==> src/reg_block_pkg.sv <==
package reg_block_pkg;

  ////////////////////////////////
  // Bus widths.
  ////////////////////////////////

  typedef logic [15:0] addr_t;
  typedef logic [31:0] data_t;
  typedef logic [3:0]  strb_t;
  typedef logic [1:0]  id_t;
  typedef logic [1:0]  resp_t;

  localparam resp_t RESP_OKAY   = 2'b00;
  localparam resp_t RESP_SLVERR = 2'b10;

  ////////////////////////////////
  // Register map.
  ////////////////////////////////

  // Byte offsets from the block base.
  localparam addr_t OFFSET_CONTROL = 16'h0000;
  localparam addr_t OFFSET_STATUS  = 16'h0004;
  localparam addr_t OFFSET_IRQ     = 16'h0008;
  localparam addr_t OFFSET_COMMAND = 16'h000C;
  localparam addr_t OFFSET_SCRATCH = 16'h0010;

  localparam int NUM_REGS = 5;

  typedef logic [NUM_REGS-1:0] reg_sel_t;

  // Bit positions in the one-hot select.
  localparam int REG_CONTROL = 0;
  localparam int REG_STATUS  = 1;
  localparam int REG_IRQ     = 2;
  localparam int REG_COMMAND = 3;
  localparam int REG_SCRATCH = 4;

  ////////////////////////////////
  // Hardware side.
  ////////////////////////////////

  typedef logic [3:0] irq_t;
  typedef logic [7:0] status_t;

endpackage

==> src/axi4lite_slave.sv <==
module axi4lite_slave (
  input  logic                  clk,
  input  logic                  i_reset,
  // Write address and data.
  input  logic                  i_awvalid,
  output logic                  o_awready,
  input  reg_block_pkg::id_t    i_awid,
  input  reg_block_pkg::addr_t  i_awaddr,
  input  logic [2:0]            i_awprot,
  input  logic                  i_wvalid,
  output logic                  o_wready,
  input  reg_block_pkg::data_t  i_wdata,
  input  reg_block_pkg::strb_t  i_wstrb,
  // Write response.
  output logic                  o_bvalid,
  input  logic                  i_bready,
  output reg_block_pkg::id_t    o_bid,
  output reg_block_pkg::resp_t  o_bresp,
  // Read address.
  input  logic                  i_arvalid,
  output logic                  o_arready,
  input  reg_block_pkg::id_t    i_arid,
  input  reg_block_pkg::addr_t  i_araddr,
  input  logic [2:0]            i_arprot,
  // Read data.
  output logic                  o_rvalid,
  input  logic                  i_rready,
  output reg_block_pkg::id_t    o_rid,
  output reg_block_pkg::resp_t  o_rresp,
  output reg_block_pkg::data_t  o_rdata,
  // Register access.
  input  logic                  i_hit,
  input  reg_block_pkg::data_t  i_rdata,
  output logic                  o_access_valid,
  output logic                  o_access_write,
  output reg_block_pkg::addr_t  o_access_addr,
  output reg_block_pkg::data_t  o_access_wdata,
  output reg_block_pkg::strb_t  o_access_strb
);

  import reg_block_pkg::*;

  logic  write_accept;
  logic  read_accept;
  resp_t access_resp;

  ////////////////////////////////
  // Accept.
  ////////////////////////////////

  // AW and W are taken together, writes win over reads.
  assign write_accept = i_awvalid && i_wvalid && !o_bvalid;
  assign read_accept  = i_arvalid && !o_rvalid && !write_accept;

  assign o_awready = write_accept;
  assign o_wready  = write_accept;
  assign o_arready = read_accept;

  assign o_access_valid = write_accept || read_accept;
  assign o_access_write = write_accept;
  assign o_access_addr  = write_accept ? i_awaddr : i_araddr;
  assign o_access_wdata = i_wdata;
  assign o_access_strb  = i_wstrb;

  assign access_resp = i_hit ? RESP_OKAY : RESP_SLVERR;

  ////////////////////////////////
  // Write response.
  ////////////////////////////////

  always_ff @(posedge clk) begin
    if (i_reset) begin
      o_bvalid <= 1'b0;
    end else if (write_accept) begin
      o_bvalid <= 1'b1;
    end else if (i_bready) begin
      o_bvalid <= 1'b0;
    end
  end

  always_ff @(posedge clk) begin
    if (write_accept) begin
      o_bid   <= i_awid;
      o_bresp <= access_resp;
    end
  end

  ////////////////////////////////
  // Read response.
  ////////////////////////////////

  always_ff @(posedge clk) begin
    if (i_reset) begin
      o_rvalid <= 1'b0;
    end else if (read_accept) begin
      o_rvalid <= 1'b1;
    end else if (i_rready) begin
      o_rvalid <= 1'b0;
    end
  end

  // Data is sampled on the accept edge.
  always_ff @(posedge clk) begin
    if (read_accept) begin
      o_rid   <= i_arid;
      o_rresp <= access_resp;
      o_rdata <= i_rdata;
    end
  end

endmodule

==> src/reg_block_top.sv <==
module reg_block_top #(
  parameter reg_block_pkg::addr_t BASE_ADDRESS      = 16'h1000,
  parameter reg_block_pkg::data_t DEFAULT_READ_DATA = 32'hDEAD_BEAF,
  parameter reg_block_pkg::data_t CONTROL_RESET     = 32'h0000_0005
) (
  input  logic                   clk,
  input  logic                   i_reset,
  input  logic                   i_awvalid,
  output logic                   o_awready,
  input  reg_block_pkg::id_t     i_awid,
  input  reg_block_pkg::addr_t   i_awaddr,
  input  logic [2:0]             i_awprot,
  input  logic                   i_wvalid,
  output logic                   o_wready,
  input  reg_block_pkg::data_t   i_wdata,
  input  reg_block_pkg::strb_t   i_wstrb,
  output logic                   o_bvalid,
  input  logic                   i_bready,
  output reg_block_pkg::id_t     o_bid,
  output reg_block_pkg::resp_t   o_bresp,
  input  logic                   i_arvalid,
  output logic                   o_arready,
  input  reg_block_pkg::id_t     i_arid,
  input  reg_block_pkg::addr_t   i_araddr,
  input  logic [2:0]             i_arprot,
  output logic                   o_rvalid,
  input  logic                   i_rready,
  output reg_block_pkg::id_t     o_rid,
  output reg_block_pkg::resp_t   o_rresp,
  output reg_block_pkg::data_t   o_rdata,
  output logic [3:0]             o_control_mode,
  output logic                   o_control_enable,
  output logic                   o_irq,
  output logic                   o_command_trigger,
  input  reg_block_pkg::status_t i_status,
  input  reg_block_pkg::irq_t    i_irq_set
);

  import reg_block_pkg::*;

  logic     access_valid;
  logic     access_write;
  addr_t    access_addr;
  data_t    access_wdata;
  strb_t    access_strb;
  reg_sel_t select;
  logic     hit;
  data_t    field_rdata;

  axi4lite_slave slave_i (
    .clk            (clk          ),
    .i_reset        (i_reset      ),
    .i_awvalid      (i_awvalid    ),
    .o_awready      (o_awready    ),
    .i_awid         (i_awid       ),
    .i_awaddr       (i_awaddr     ),
    .i_awprot       (i_awprot     ),
    .i_wvalid       (i_wvalid     ),
    .o_wready       (o_wready     ),
    .i_wdata        (i_wdata      ),
    .i_wstrb        (i_wstrb      ),
    .o_bvalid       (o_bvalid     ),
    .i_bready       (i_bready     ),
    .o_bid          (o_bid        ),
    .o_bresp        (o_bresp      ),
    .i_arvalid      (i_arvalid    ),
    .o_arready      (o_arready    ),
    .i_arid         (i_arid       ),
    .i_araddr       (i_araddr     ),
    .i_arprot       (i_arprot     ),
    .o_rvalid       (o_rvalid     ),
    .i_rready       (i_rready     ),
    .o_rid          (o_rid        ),
    .o_rresp        (o_rresp      ),
    .o_rdata        (o_rdata      ),
    .i_hit          (hit          ),
    .i_rdata        (field_rdata  ),
    .o_access_valid (access_valid ),
    .o_access_write (access_write ),
    .o_access_addr  (access_addr  ),
    .o_access_wdata (access_wdata ),
    .o_access_strb  (access_strb  )
  );

  reg_decoder #(
    .BASE_ADDRESS (BASE_ADDRESS )
  ) decoder_i (
    .i_addr   (access_addr  ),
    .i_valid  (access_valid ),
    .o_select (select       ),
    .o_hit    (hit          )
  );

  reg_fields #(
    .DEFAULT_READ_DATA  (DEFAULT_READ_DATA  ),
    .CONTROL_RESET      (CONTROL_RESET      )
  ) fields_i (
    .clk                (clk                ),
    .i_reset            (i_reset            ),
    .i_select           (select             ),
    .i_write            (access_write       ),
    .i_wdata            (access_wdata       ),
    .i_strb             (access_strb        ),
    .i_status           (i_status           ),
    .i_irq_set          (i_irq_set          ),
    .o_rdata            (field_rdata        ),
    .o_control_mode     (o_control_mode     ),
    .o_control_enable   (o_control_enable   ),
    .o_irq              (o_irq              ),
    .o_command_trigger  (o_command_trigger  )
  );

endmodule

==> src/reg_decoder.sv <==
module reg_decoder #(
  parameter reg_block_pkg::addr_t BASE_ADDRESS = 16'h1000
) (
  input  reg_block_pkg::addr_t    i_addr,
  input  logic                    i_valid,
  output reg_block_pkg::reg_sel_t o_select,
  output logic                    o_hit
);

  import reg_block_pkg::*;

  addr_t offset;
  addr_t word_offset;
  logic  in_range;

  assign offset      = i_addr - BASE_ADDRESS;
  // Low two bits do not take part in the decode.
  assign word_offset = {offset[15:2], 2'b00};

  // Window covers the last register's full word.
  assign in_range = (i_addr >= BASE_ADDRESS) &&
                    (word_offset <= OFFSET_SCRATCH);

  assign o_hit = in_range;

  always_comb begin
    o_select = '0;
    if (i_valid && in_range) begin
      case (word_offset)
        OFFSET_CONTROL: o_select[REG_CONTROL] = 1'b1;
        OFFSET_STATUS:  o_select[REG_STATUS]  = 1'b1;
        OFFSET_IRQ:     o_select[REG_IRQ]     = 1'b1;
        OFFSET_COMMAND: o_select[REG_COMMAND] = 1'b1;
        OFFSET_SCRATCH: o_select[REG_SCRATCH] = 1'b1;
        default:        o_select = '0;
      endcase
    end
  end

endmodule

==> src/reg_fields.sv <==
module reg_fields #(
  parameter reg_block_pkg::data_t DEFAULT_READ_DATA = 32'hDEAD_BEAF,
  parameter reg_block_pkg::data_t CONTROL_RESET     = 32'h0000_0005
) (
  input  logic                    clk,
  input  logic                    i_reset,
  input  reg_block_pkg::reg_sel_t i_select,
  input  logic                    i_write,
  input  reg_block_pkg::data_t    i_wdata,
  input  reg_block_pkg::strb_t    i_strb,
  input  reg_block_pkg::status_t  i_status,
  input  reg_block_pkg::irq_t     i_irq_set,
  output reg_block_pkg::data_t    o_rdata,
  output logic [3:0]              o_control_mode,
  output logic                    o_control_enable,
  output logic                    o_irq,
  output logic                    o_command_trigger
);

  import reg_block_pkg::*;

  logic [4:0] control_q;
  irq_t       irq_q;
  irq_t       irq_clear;
  data_t      scratch_q;

  logic       control_write;
  logic       irq_write;
  logic       command_write;
  logic       scratch_write;

  assign control_write = i_write && i_select[REG_CONTROL];
  assign irq_write     = i_write && i_select[REG_IRQ];
  assign command_write = i_write && i_select[REG_COMMAND];
  assign scratch_write = i_write && i_select[REG_SCRATCH];

  ////////////////////////////////
  // Control.
  ////////////////////////////////

  // Mode and enable both live in byte 0.
  always_ff @(posedge clk) begin
    if (i_reset) begin
      control_q <= CONTROL_RESET[4:0];
    end else if (control_write && i_strb[0]) begin
      control_q <= i_wdata[4:0];
    end
  end

  assign o_control_mode   = control_q[3:0];
  assign o_control_enable = control_q[4];

  ////////////////////////////////
  // Interrupts.
  ////////////////////////////////

  assign irq_clear = (irq_write && i_strb[0]) ? i_wdata[3:0] : '0;

  // Hardware set wins over a clear.
  always_ff @(posedge clk) begin
    if (i_reset) begin
      irq_q <= '0;
    end else begin
      irq_q <= (irq_q & ~irq_clear) | i_irq_set;
    end
  end

  assign o_irq = |irq_q;

  ////////////////////////////////
  // Command.
  ////////////////////////////////

  always_ff @(posedge clk) begin
    if (i_reset) begin
      o_command_trigger <= 1'b0;
    end else begin
      o_command_trigger <= command_write && i_strb[0] && i_wdata[0];
    end
  end

  ////////////////////////////////
  // Scratch.
  ////////////////////////////////

  always_ff @(posedge clk) begin
    if (i_reset) begin
      scratch_q <= '0;
    end else if (scratch_write) begin
      for (int i = 0; i < 4; i++) begin
        if (i_strb[i]) begin
          scratch_q[8*i+:8] <= i_wdata[8*i+:8];
        end
      end
    end
  end

  ////////////////////////////////
  // Read mux.
  ////////////////////////////////

  // Select is one-hot, empty on a miss.
  always_comb begin
    case (1'b1)
      i_select[REG_CONTROL]: o_rdata = data_t'(control_q);
      i_select[REG_STATUS]:  o_rdata = data_t'(i_status);
      i_select[REG_IRQ]:     o_rdata = data_t'(irq_q);
      i_select[REG_COMMAND]: o_rdata = '0;
      i_select[REG_SCRATCH]: o_rdata = scratch_q;
      default:               o_rdata = DEFAULT_READ_DATA;
    endcase
  end

endmodule

==> config.mk <==
export PLATFORM = sky130hd
export DESIGN_NAME = reg_block_top
export DESIGN_NICKNAME = d
export VERILOG_FILES = /design/src/reg_block_pkg.sv /design/src/axi4lite_slave.sv /design/src/reg_block_top.sv /design/src/reg_decoder.sv /design/src/reg_fields.sv
export SDC_FILE = /design/constraint.sdc
export NUM_CORES = 1
export LEC_CHECK = 0
export ABC_CLOCK_PERIOD_IN_PS = 2800
export BUFFER_PORTS_ARGS = -buffer_cell sky130_fd_sc_hd__buf_2
export CORE_MARGIN = 3
export CORE_UTILIZATION = 45
export CTS_CLUSTER_DIAMETER = 100
export DETAILED_ROUTE_END_ITERATION = 10
export PLACE_DENSITY_LB_ADDON = 0.05
export SYNTH_ARGS = -nofsm -noshare
export SYNTH_HDL_FRONTEND = slang
export SYNTH_SLANG_ARGS = --single-unit
==> constraint.sdc <==
create_clock -name clk -period 2.8 [get_ports clk]
set_clock_uncertainty 0.05 [all_clocks]
set_input_delay 0.56 -clock clk [delete_from_list [all_inputs] [get_ports clk]]
set_output_delay 0.56 -clock clk [all_outputs]
set_load 0.01 [all_outputs]
==> impl_results.md, run 1 <==
- First drt pass iteration count: 4
- R2R cell count: 6
- Die H: 94.7 microns
- Commonest register cell after synthesis: dfxtp_1
- Cell count after placement: 522
- Post-CTS setup repair buffer count: 0
- Most common cell after layout, fill and taps aside: buf_2
- DR vias: 2755
- Post-Syn Area per Cell: 11.9 sq um
- Worst path max stage delay: 0.42 ns
- Core area: 7450 sq um
- Synth warn: 0
- CTS tree: done
- IO Count: 149
- ANT cells: 0
- Final Hold Fails: 0
- Setup crit start kind: register
- Max Freq: between 0.4 and 0.5 GHz
- Setup Crit Path Kind: reg -> reg
- Fillers: 691
- Final Net Count: about 530
- PD cells: 512 nW/um^2
- CP Max Fanout: 19
- Fin util: 0.599
- Crit. End Element: register
- Slew Limit Fails: 0
- Hold depth: 1
- Layout Cells excl Fill: approximately 540
- FFs w/ async S/R, synth: 0
- Status: complete, no violations
- Max-cap violations: 0
- Internal reg-to-reg setup slack: around 0.51 ns
- Worst Path Required: 2.85 ns
- Met1 usage: 0.262
- R2r endpoint: slave_i.o_rdata[12]
- Crit path time final: 2.29 ns
- Pre-CTS setup slack: 0.205 ns
- Cts-stage hold buffer count: 0
- RSZ-0062 raised after global routing: false
- GRT Total Usage: 0.193
- Total routed wirelength: roughly 8.5 mm
- Max Buffers Root-to-Sink: 2
- Total power: 2.28 mW
- EDFF count, synth: 38
- Initial core utilization: 0.475
- Finished Cell Area: 4460 sq um
- Final worst slack: 0.514 ns
- Die area: around 9000 sq um
- Leakage: 2.05 nW
- Worst path cell trace: nand3b_4 > inv_2 > and4_1 > o21bai_4 > nand2_2 > o21a_1
- Placement Cell Area: roughly 4300 sq um
- IO Port Bufs: 136
- GR Util met2: 0.305
- Die Width: 94.7 microns
- Number of antenna-violating nets in the routed design: 0
- Largest net degree at the start of global routing: 45
- Gr busiest metal: met2
- Most frequent cells in the layout: 136 x buf_2, 46 x nor2_1, 44 x dfxtp_1
- Met3 Usage GRT: 0.0406
- Critical path arrival: 2.33 ns
- Hold WC Path Type: in -> reg
- Worst-Margin Slew: 0.867 ns
- Share of cells above drive strength 1: 0.396
- Area growth syn-to-layout: 26.0%
- Multi-input logic area: approximately 1400 sq um
- Cts bufs inserted: 9
- CP max-delay cell: and4_1
- First-pass GRT wire length: 13.1 mm
- Setup tns final: 0 ns
- Tcrit/Tclk final: 0.816
- Min Hold Slack: 0.339 ns
- Std cell rows: 31
- Resized Gates After CTS: 0
- Clock latency on the worst-skew pair: 0.34 ns
- Relative slew slack: 0.422
- Seq cells post-synth: slightly above 80
- Setup violations, final: 0
- CTS Sinks: slightly above 80
- H-tree depth: 3
- Initial antenna violation count: 0
- Mapped Area: around 3500 sq um
- Reg clk slew, reported paths: 0.09 ns
- Worst Hold Path EP: slave_i.o_rid[1]
- Hold path start: i_arid[1]
- Post-synth cell types: 53
- Hpwl dp: a little over 6 mm
- GRT Residual Overflow: 0
- Synth Instances: approximately 300
- CTS root buf: clkbuf_8
- Share of the yosys chip area belonging to registers: 0.571
- Worst IR Drop VDD: 0.316 mV
- Seq. cell area: 2020 sq um
- GP Congestion: 0.813
- Vias in the first global route: 2647
- # DRC: 0
- Routed WL per cell: roughly 16 microns
- DRC violation total after the first TritonRoute iteration: 127
- Reg-to-Reg Start: slave_i.o_bvalid
- Via/cell ratio: 5.12
[synth_stat cells, drive strengths merged, types with 2 or more instances]
library cell	n	area [sq um]
nand2b	2	12.5
nor3	3	15.0
o21a	17	128
mux2i	40	413
nor4	3	18.8
inv	9	33.8
nand3b	3	35.0
o21ai	6	33.8
a21oi	2	10.0
mux2	3	37.5
a311oi	4	35.0
buf	10	81.3
nor3b	2	15.0
a22o	4	35.0
dfxtp	44	881
o22ai	5	31.3
nor2b	4	25.0
and4b	2	20.0
nand3	4	47.6
nand2	10	47.6
nor2	46	173
and4	2	17.5
clkbuf	7	30.0
and3	7	43.8
a211o	2	17.5
a21boi	2	15.0
or3b	2	20.0
edfxtp	38	1140
nand4b	2	17.5
[critical path: cells and delay by family (launching register included)]
family | cells | cell delay (ns)
buffers and inverters | 1 | 0.19
AO/OA/AOI/OAI | 2 | 0.51
AND/OR/NAND/NOR | 3 | 0.96
flip-flops | 1 | 0.34
[worst max path at each step]
| stage | startpoint | endpoint | slack, ns | depth (start not counted) |
|---|---|---|---|---|
| 2_1_floorplan | i_awvalid | o_arready | 0.38 | 4 |
| 3_3_place_gp | i_awvalid | slave_i.o_rdata[28] | 0.23 | 7 |
| 3_5_place_dp | i_awvalid | slave_i.o_rdata[21] | 0.21 | 7 |
| 4_1_cts | slave_i.o_bvalid | slave_i.o_rdata[21] | 0.49 | 6 |
| 5_1_grt | slave_i.o_bvalid | slave_i.o_rdata[21] | 0.37 | 6 |
| 6_report | slave_i.o_bvalid | slave_i.o_rdata[12] | 0.51 | 6 |
[report_power, final]
part	total, mW	internal, mW	switching (mW)	leakage (nW)
Sequential	1.29	1.28	0.00934	0.673
Combinational	0.225	0.101	0.124	1.29
Clock	0.772	0.330	0.442	0.0892
Total	2.28	1.71	0.575	2.05
[layout make-up]
cell class / count / area share
timing repair buffer: 142 / 0.163
clock inverter: 7 / 0.0121
inverter: 9 / 0.00758
clock buffer: 9 / 0.0278
tap: 99 / 0.0278
sequential: 82 / 0.453
multi-input combinational: 190 / 0.309
[registers in the layout, summed over array words and instances (netlist names)]
register and count:
fields_i.control_q 5, fields_i.irq_q 4, fields_i.o_command_trigger 1, fields_i.scratch_q 32
slave_i.o_bvalid 1, slave_i.o_bresp 1, slave_i.o_rdata 32, slave_i.o_rvalid 1
slave_i.o_rid 2, slave_i.o_bid 2, slave_i.o_rresp 1
[logic make-up after synthesis]
group,after synthesis,share of synthesized area
flip-flops,82,0.571
buffers and inverters,26,0.0410
AO/OA/AOI/OAI,50,0.110
AND/OR/NAND/NOR,95,0.150
multiplexers,43,0.127
other,1,0.00106
[per-layer routing]
layer	share of wire	up-vias
met4	0.0075	0
met2	0.48	91
li1	-	1359
met3	0.061	6
met5	0	-
met1	0.45	1299
No activity file was read; power rests on OpenSTA's default activity.
==> run 2, diff against run 1 <==
--- a/config.mk
+++ b/config.mk
@@ -5,7 +5,7 @@
 export SDC_FILE = /design/constraint.sdc
 export NUM_CORES = 1
 export LEC_CHECK = 0
-export ABC_CLOCK_PERIOD_IN_PS = 2800
+export ABC_CLOCK_PERIOD_IN_PS = 2370
 export BUFFER_PORTS_ARGS = -buffer_cell sky130_fd_sc_hd__buf_2
 export CORE_MARGIN = 3
 export CORE_UTILIZATION = 45
==> constraint.sdc (replaced) <==
create_clock -name clk -period 2.37 [get_ports clk]
set_clock_uncertainty 0.05 [all_clocks]
set_input_delay 0.474 -clock clk [delete_from_list [all_inputs] [get_ports clk]]
set_output_delay 0.474 -clock clk [all_outputs]
set_load 0.01 [all_outputs]
==> impl_results.md, run 2 (same netlist as run 1, synthesis figures left out) <==
- Status: complete, no violations (unchanged)
- Hold path start: i_arid[1] (unchanged)
- Critical path arrival: 2.29 ns (was 2.33 ns)
- Initial core utilization: 0.475 (unchanged)
- Most common cell after layout, fill and taps aside: buf_2 (unchanged)
- Internal reg-to-reg setup slack: 0.25 ns (was 0.51 ns)
- Die H: 94.7 microns (unchanged)
- Slew Limit Fails: 0 (unchanged)
- Total routed wirelength: 8.58 mm (was 8.54 mm)
- Fillers: 673 (was 691)
- PD cells: 619 nW/um^2 (was 512 nW/um^2)
- Resized Gates After CTS: 0 (unchanged)
- Hold WC Path Type: in -> reg (unchanged)
- Cts bufs inserted: 9 (unchanged)
- # DRC: 0 (unchanged)
- GP Congestion: 0.780 (was 0.813)
- IO Port Bufs: 136 (unchanged)
- H-tree depth: 3 (unchanged)
- Max Buffers Root-to-Sink: 2 (unchanged)
- ANT cells: 0 (unchanged)
- Tcrit/Tclk final: 0.894 (was 0.816)
- Cts-stage hold buffer count: 0 (unchanged)
- CTS tree: done (unchanged)
- Area growth syn-to-layout: 27.7% (was 26.0%)
- R2R cell count: 6 (unchanged)
- IO Count: 149 (unchanged)
- Die Width: 94.7 microns (unchanged)
- Post-CTS setup repair buffer count: 0 (unchanged)
- Setup crit start kind: register (unchanged)
- Layout Cells excl Fill: 543 (was 538)
- Clock latency on the worst-skew pair: 0.33 ns (was 0.34 ns)
- Fin util: 0.607 (was 0.599)
- Most frequent cells in the layout: 136 x buf_2, 46 x nor2_1, 44 x dfxtp_1 (unchanged)
- Leakage: 2.09 nW (was 2.05 nW)
- Relative slew slack: 0.643 (was 0.422)
- CTS root buf: clkbuf_8 (unchanged)
- Reg-to-Reg Start: slave_i.o_bvalid (unchanged)
- Cell count after placement: 527 (was 522)
- Core area: 7450 sq um (unchanged)
- Worst-Margin Slew: 0.535 ns (was 0.867 ns)
- Std cell rows: 31 (unchanged)
- Crit. End Element: register (unchanged)
- Setup violations, final: 0 (unchanged)
- Worst Hold Path EP: slave_i.o_rid[1] (unchanged)
- Vias in the first global route: 2726 (was 2647)
- Number of antenna-violating nets in the routed design: 0 (unchanged)
- GRT Residual Overflow: 0 (unchanged)
- Via/cell ratio: 5.08 (was 5.12)
- DR vias: 2759 (was 2755)
- Final Hold Fails: 0 (unchanged)
- R2r endpoint: fields_i.scratch_q[29] (was slave_i.o_rdata[12])
- CP Max Fanout: 10 (was 19)
- Worst IR Drop VDD: 0.392 mV (was 0.316 mV)
- Die area: 8970 sq um (unchanged)
- RSZ-0062 raised after global routing: false (unchanged)
- Worst Path Required: 2.54 ns (was 2.85 ns)
- Setup tns final: 0 ns (unchanged)
- Largest net degree at the start of global routing: 29 (was 45)
- First drt pass iteration count: 5 (was 4)
- Routed WL per cell: 15.8 microns (was 15.9 microns)
- Hold depth: 1 (unchanged)
- Hpwl dp: 6.36 mm (was 6.22 mm)
- Final Net Count: 536 (was 531)
- Max Freq: 0.472 GHz (was 0.437 GHz)
- Regs by FF count: fields_i.scratch_q x32, slave_i.o_rdata x32, fields_i.control_q x5 (unchanged)
- Max-cap violations: 0 (unchanged)
- Share of cells above drive strength 1: 0.403 (was 0.396)
- DRC violation total after the first TritonRoute iteration: 165 (was 127)
- First-pass GRT wire length: 13.5 mm (was 13.1 mm)
- Crit path time final: 2.12 ns (was 2.29 ns)
- Setup Crit Path Kind: reg -> reg (unchanged)
- CTS Sinks: 82 (unchanged)
- Reg clk slew, reported paths: 0.09 ns (about the same)
- GRT Total Usage: 0.197 (was 0.193)
- Initial antenna violation count: 0 (unchanged)
==> run 2: through the flow <==
step           total power [mW]  hold slack (ns)  worst slack (ns)  instance area (sq um)
3_3_place_gp               1.82            0.419            0.0765                   4320
6_report                   2.80            0.258             0.251                   4520
4_1_cts                    2.83            0.239             0.237                   4520
2_1_floorplan              1.68            0.405             0.121                   3540
5_1_grt                    2.92            0.237             0.139                   4520
3_5_place_dp               1.82            0.423            0.0422                   4320
==> run 2: worst max-delay path by stage <==
stage | startpoint | endpoint
2_1_floorplan | slave_i.o_bvalid | o_arready
5_1_grt | slave_i.o_bvalid | fields_i.scratch_q[29]
6_report | slave_i.o_bvalid | fields_i.scratch_q[29]
4_1_cts | slave_i.o_bvalid | fields_i.scratch_q[29]
3_3_place_gp | i_araddr[3] | fields_i.scratch_q[10]
3_5_place_dp | i_awaddr[3] | fields_i.scratch_q[12]
==> run 2: layer usage <==
metal / global-route usage / vias up / wire length [microns] / share of wire
li1: - / 1366 / - / -
met2: 0.317 / 89 / 4100 / 0.48
met4: 0.0649 / 0 / 51 / 0.0059
met1: 0.267 / 1300 / 3830 / 0.45
met5: 0 / - / 0 / 0
met3: 0.0398 / 4 / 598 / 0.070
==> run 2: power breakdown <==
part | internal [mW] | switching [mW]
combinational | 0.121 | 0.148
sequential | 1.51 | 0.0104
clock | 0.496 | 0.513
==> run 2: cell type report <==
class / count / area, sq um / share of cell area
Clock buffer: 9 / 124 / 0.0274
Clock inverter: 7 / 78.8 / 0.0174
Inverter: 9 / 33.8 / 0.00747
Multi-Input combinational cell: 190 / 1380 / 0.304
Sequential cell: 82 / 2020 / 0.447
Tap cell: 99 / 124 / 0.0274
Timing Repair Buffer: 147 / 763 / 0.169
==> run 2: critical path, cell delays in order, from the launching register on <==
cell and delay [ns]:
dfxtp_1 0.37, nand3b_4 0.16, buf_4 0.21, mux2i_4 0.49
nand3_2 0.35, mux2i_1 0.30, nor2_1 0.07
==> run 3, diff against run 2 <==
--- a/config.mk
+++ b/config.mk
@@ -5,13 +5,16 @@
 export SDC_FILE = /design/constraint.sdc
 export NUM_CORES = 1
 export LEC_CHECK = 0
+export ABC_AREA = 1
 export ABC_CLOCK_PERIOD_IN_PS = 2370
 export BUFFER_PORTS_ARGS = -buffer_cell sky130_fd_sc_hd__buf_2
+export CAP_MARGIN = 25
 export CORE_MARGIN = 3
 export CORE_UTILIZATION = 45
 export CTS_CLUSTER_DIAMETER = 100
 export DETAILED_ROUTE_END_ITERATION = 10
 export PLACE_DENSITY_LB_ADDON = 0.05
+export SLEW_MARGIN = 20
 export SYNTH_ARGS = -nofsm -noshare
 export SYNTH_HDL_FRONTEND = slang
 export SYNTH_SLANG_ARGS = --single-unit
==> impl_results.md, run 3 <==
- Status: complete, no violations (unchanged)
- CTS Sinks: 82 (unchanged)
- Finished Cell Area: 4670 sq um (was 4520 sq um)
- Worst path max stage delay: 0.37 ns (was 0.49 ns)
- Leakage: 2.15 nW (was 2.09 nW)
- First-pass GRT wire length: 13.7 mm (was 13.5 mm)
- Most used cell, CP: nand2_1
- Area share of fa/ha/maj cells after synthesis: 0 (unchanged)
- PD cells: 581 nW/um^2 (was 619 nW/um^2)
- DR vias: 3153 (was 2759)
- Final Hold Fails: 0 (unchanged)
- Worst Path Required: 2.43 ns (was 2.54 ns)
- Die Width: 95.2 microns (was 94.7 microns)
- Critical path arrival: 2.18 ns (was 2.29 ns)
- IO Count: 149 (unchanged)
- R2r endpoint: slave_i.o_rdata[0] (was fields_i.scratch_q[29])
- Via/cell ratio: 4.69 (was 5.08)
- GRT Total Usage: 0.195 (was 0.197)
- Initial antenna violation count: 0 (unchanged)
- Final worst slack: 0.250 ns (was 0.251 ns)
- Share of cells above drive strength 1: 0.354 (was 0.403)
- CP max-delay cell: dfxtp_2 (was mux2i_4)
- Die H: 95.2 microns (was 94.7 microns)
- Total power: 2.72 mW (was 2.80 mW)
- Total routed wirelength: 8.51 mm (was 8.58 mm)
- Routed WL per cell: 12.7 microns (was 15.8 microns)
- GRT Residual Overflow: 0 (unchanged)
- First drt pass iteration count: 4 (was 5)
- DRC violation total after the first TritonRoute iteration: 94 (was 165)
- Commonest register cell after synthesis: dfxtp_1 (unchanged)
- CTS tree: done (unchanged)
- Die area: 9060 sq um (was 8970 sq um)
- Layout Cells excl Fill: 672 (was 543)
- Seq cells post-synth: 82 (unchanged)
- Reg-to-Reg Start: slave_i.o_bvalid (unchanged)
- Stages on worst setup path: 12 (was 6)
- Largest net degree at the start of global routing: 38 (was 29)
- Placement Cell Area: 4450 sq um (was 4320 sq um)
- Area leader, netlist: edfxtp_1 (unchanged)
- Max Buffers Root-to-Sink: 2 (unchanged)
- Number of antenna-violating nets in the routed design: 0 (unchanged)
- H-tree depth: 3 (unchanged)
- Crit path time final: 2.12 ns (about the same)
- Main combinational cell family by area after synthesis: simple AND/OR/NAND/NOR gates (unchanged)
- Most common cell in the netlist: nor2_1 (unchanged)
- Setup violations, final: 0 (unchanged)
- CP Max Fanout: 9 (was 10)
- # DRC: 0 (unchanged)
- Most frequent cells in the layout: 136 x buf_2, 127 x nor2_1, 45 x nand2_1 (was 136 x buf_2, 46 x nor2_1, 44 x dfxtp_1)
- Mapped Area: 3580 sq um (was 3540 sq um)
- R2R cell count: 12 (was 6)
- Post-Syn Area per Cell: 8.62 sq um (was 11.9 sq um)
- Hpwl dp: 6.43 mm (was 6.36 mm)
- Synth top cells by count: 128 x nor2_1, 45 x nand2_1, 44 x dfxtp_1 (was 46 x nor2_1, 44 x dfxtp_1, 39 x mux2i_1)
- Regs by FF count: fields_i.scratch_q x32, slave_i.o_rdata x32, fields_i.control_q x5 (unchanged)
- Clock latency on the worst-skew pair: 0.35 ns (was 0.33 ns)
- Worst path cell trace: inv_2 > nand3_4 > nor2_1 > nor2_1 > nor2_2 > nand3_2 > nand2_1 > nand3_1 > nand3_1 > nand2_1 > nand2_1 > nand2_1 (was nand3b_4 > buf_4 > mux2i_4 > nand3_2 > mux2i_1 > nor2_1)
- Core area: 7490 sq um (was 7450 sq um)
- Critical path buffers and inverters: 1 (unchanged)
- Initial core utilization: 0.478 (was 0.475)
- EDFF count, synth: 38 (unchanged)
- Synth Instances: 415 (was 297)
- Std cell rows: 31 (unchanged)
- Crit path from: slave_i.o_bvalid (unchanged)
- Fin util: 0.624 (was 0.607)
- Most common cell after layout, fill and taps aside: buf_2 (unchanged)
- Max Freq: 0.472 GHz (about the same)
- Post-synthesis mux area share: 0 (was 0.127)
- Max-cap violations: 0 (unchanged)
- CTS root buf: clkbuf_8 (unchanged)
- Reg clk slew, reported paths: 0.09 ns (about the same)
- IO Port Bufs: 136 (unchanged)
- Synth warn: 0 (unchanged)
- Cell count after placement: 654 (was 527)
- ANT cells: 0 (unchanged)
- Top cells by area, synth: edfxtp_1 32%, dfxtp_1 25%, nor2_1 13%, o21ai_0 5.0%, nand2_1 4.7% (was edfxtp_1 32%, dfxtp_1 25%, mux2i_1 11%, nor2_1 4.9%, o21a_1 3.6%)
- Hold WC Path Type: in -> reg (unchanged)
- Post-synth cell types: 34 (was 53)
- Setup tns final: 0 ns (unchanged)
- Final Net Count: 665 (was 536)
- RSZ-0062 raised after global routing: false (unchanged)
- GP Congestion: 0.821 (was 0.780)
- Share of the yosys chip area belonging to registers: 0.565 (was 0.571)
- Share of the synthesized area in the top cell type: 0.319 (was 0.322)
- Slew Limit Fails: 0 (unchanged)
- Crit. End Element: register (unchanged)
- Synth Area in XOR/XNOR: 0 (unchanged)
- Tcrit/Tclk final: 0.895 (was 0.894)
- Setup Crit Path Kind: reg -> reg (unchanged)
- Setup crit start kind: register (unchanged)
- Vias in the first global route: 2997 (was 2726)
- Cts bufs inserted: 9 (unchanged)
- Top cell family by delay on the critical path: simple AND/OR/NAND/NOR gates (was multiplexers)
- FFs w/ async S/R, synth: 0 (unchanged)
- Synth Area in Compound Gates: 0.0979 (was 0.110)
- Worst IR Drop VDD: 0.374 mV (was 0.392 mV)
- Internal reg-to-reg setup slack: 0.25 ns (about the same)
- Synth Area in Simple Gates: 0.263 (was 0.150)
- Min Hold Slack: 0.245 ns (was 0.258 ns)
- Pre-CTS setup slack: -0.0271 ns (was 0.0422 ns)
- Area growth syn-to-layout: 30.7% (was 27.7%)
- CP endpoint: slave_i.o_rdata[0] (was fields_i.scratch_q[29])
run 3: layout make-up:
type | instances | area [sq um]
inverter | 47 | 186
clock inverter | 7 | 57.6
timing repair buffer | 152 | 826
multi-input combinational | 276 | 1330
tap | 99 | 124
clock buffer | 9 | 124
fill | 711 | 2810
sequential | 82 | 2020
run 3: worst min-delay path by stage:
| stage | cells past startpoint | to | slack, ns | start |
|---|---|---|---|---|
| after floorplan | 2 | fields_i.scratch_q[0] | 0.38 | fields_i.scratch_q[0] |
| after global placement | 2 | fields_i.scratch_q[0] | 0.39 | fields_i.scratch_q[0] |
| after detailed placement | 2 | fields_i.scratch_q[0] | 0.39 | fields_i.scratch_q[0] |
| after CTS | 1 | slave_i.o_bid[0] | 0.23 | i_awid[0] |
| after global routing | 1 | slave_i.o_rid[1] | 0.22 | i_arid[1] |
| final | 1 | slave_i.o_rid[0] | 0.25 | i_arid[0] |
run 3: where the power goes:
part	internal [mW]	leakage, nW	total [mW]	switching (mW)
registers	1.51	0.673	1.52	0.0103
logic	0.103	1.39	0.239	0.136
clock network	0.398	0.0886	0.958	0.561
total	2.01	2.15	2.72	0.707
run 3: layer usage:
layer  part of all wire  global-route usage
met1               0.43               0.244
met2               0.49               0.327
met3              0.059              0.0521
met4              0.014              0.0613
met5                  0                   0
run 3: cells by family after synthesis:
family / count (synthesis)
other cells: 1
simple gates: 211
buf+inv: 58
compound gates: 63
flops: 82
run 3: what timing repair did:
item,in CTS,in global routing
hold buffers,0,0
gates resized for setup,0,6
setup endpoints to repair,0,20
buffers inserted,0,2
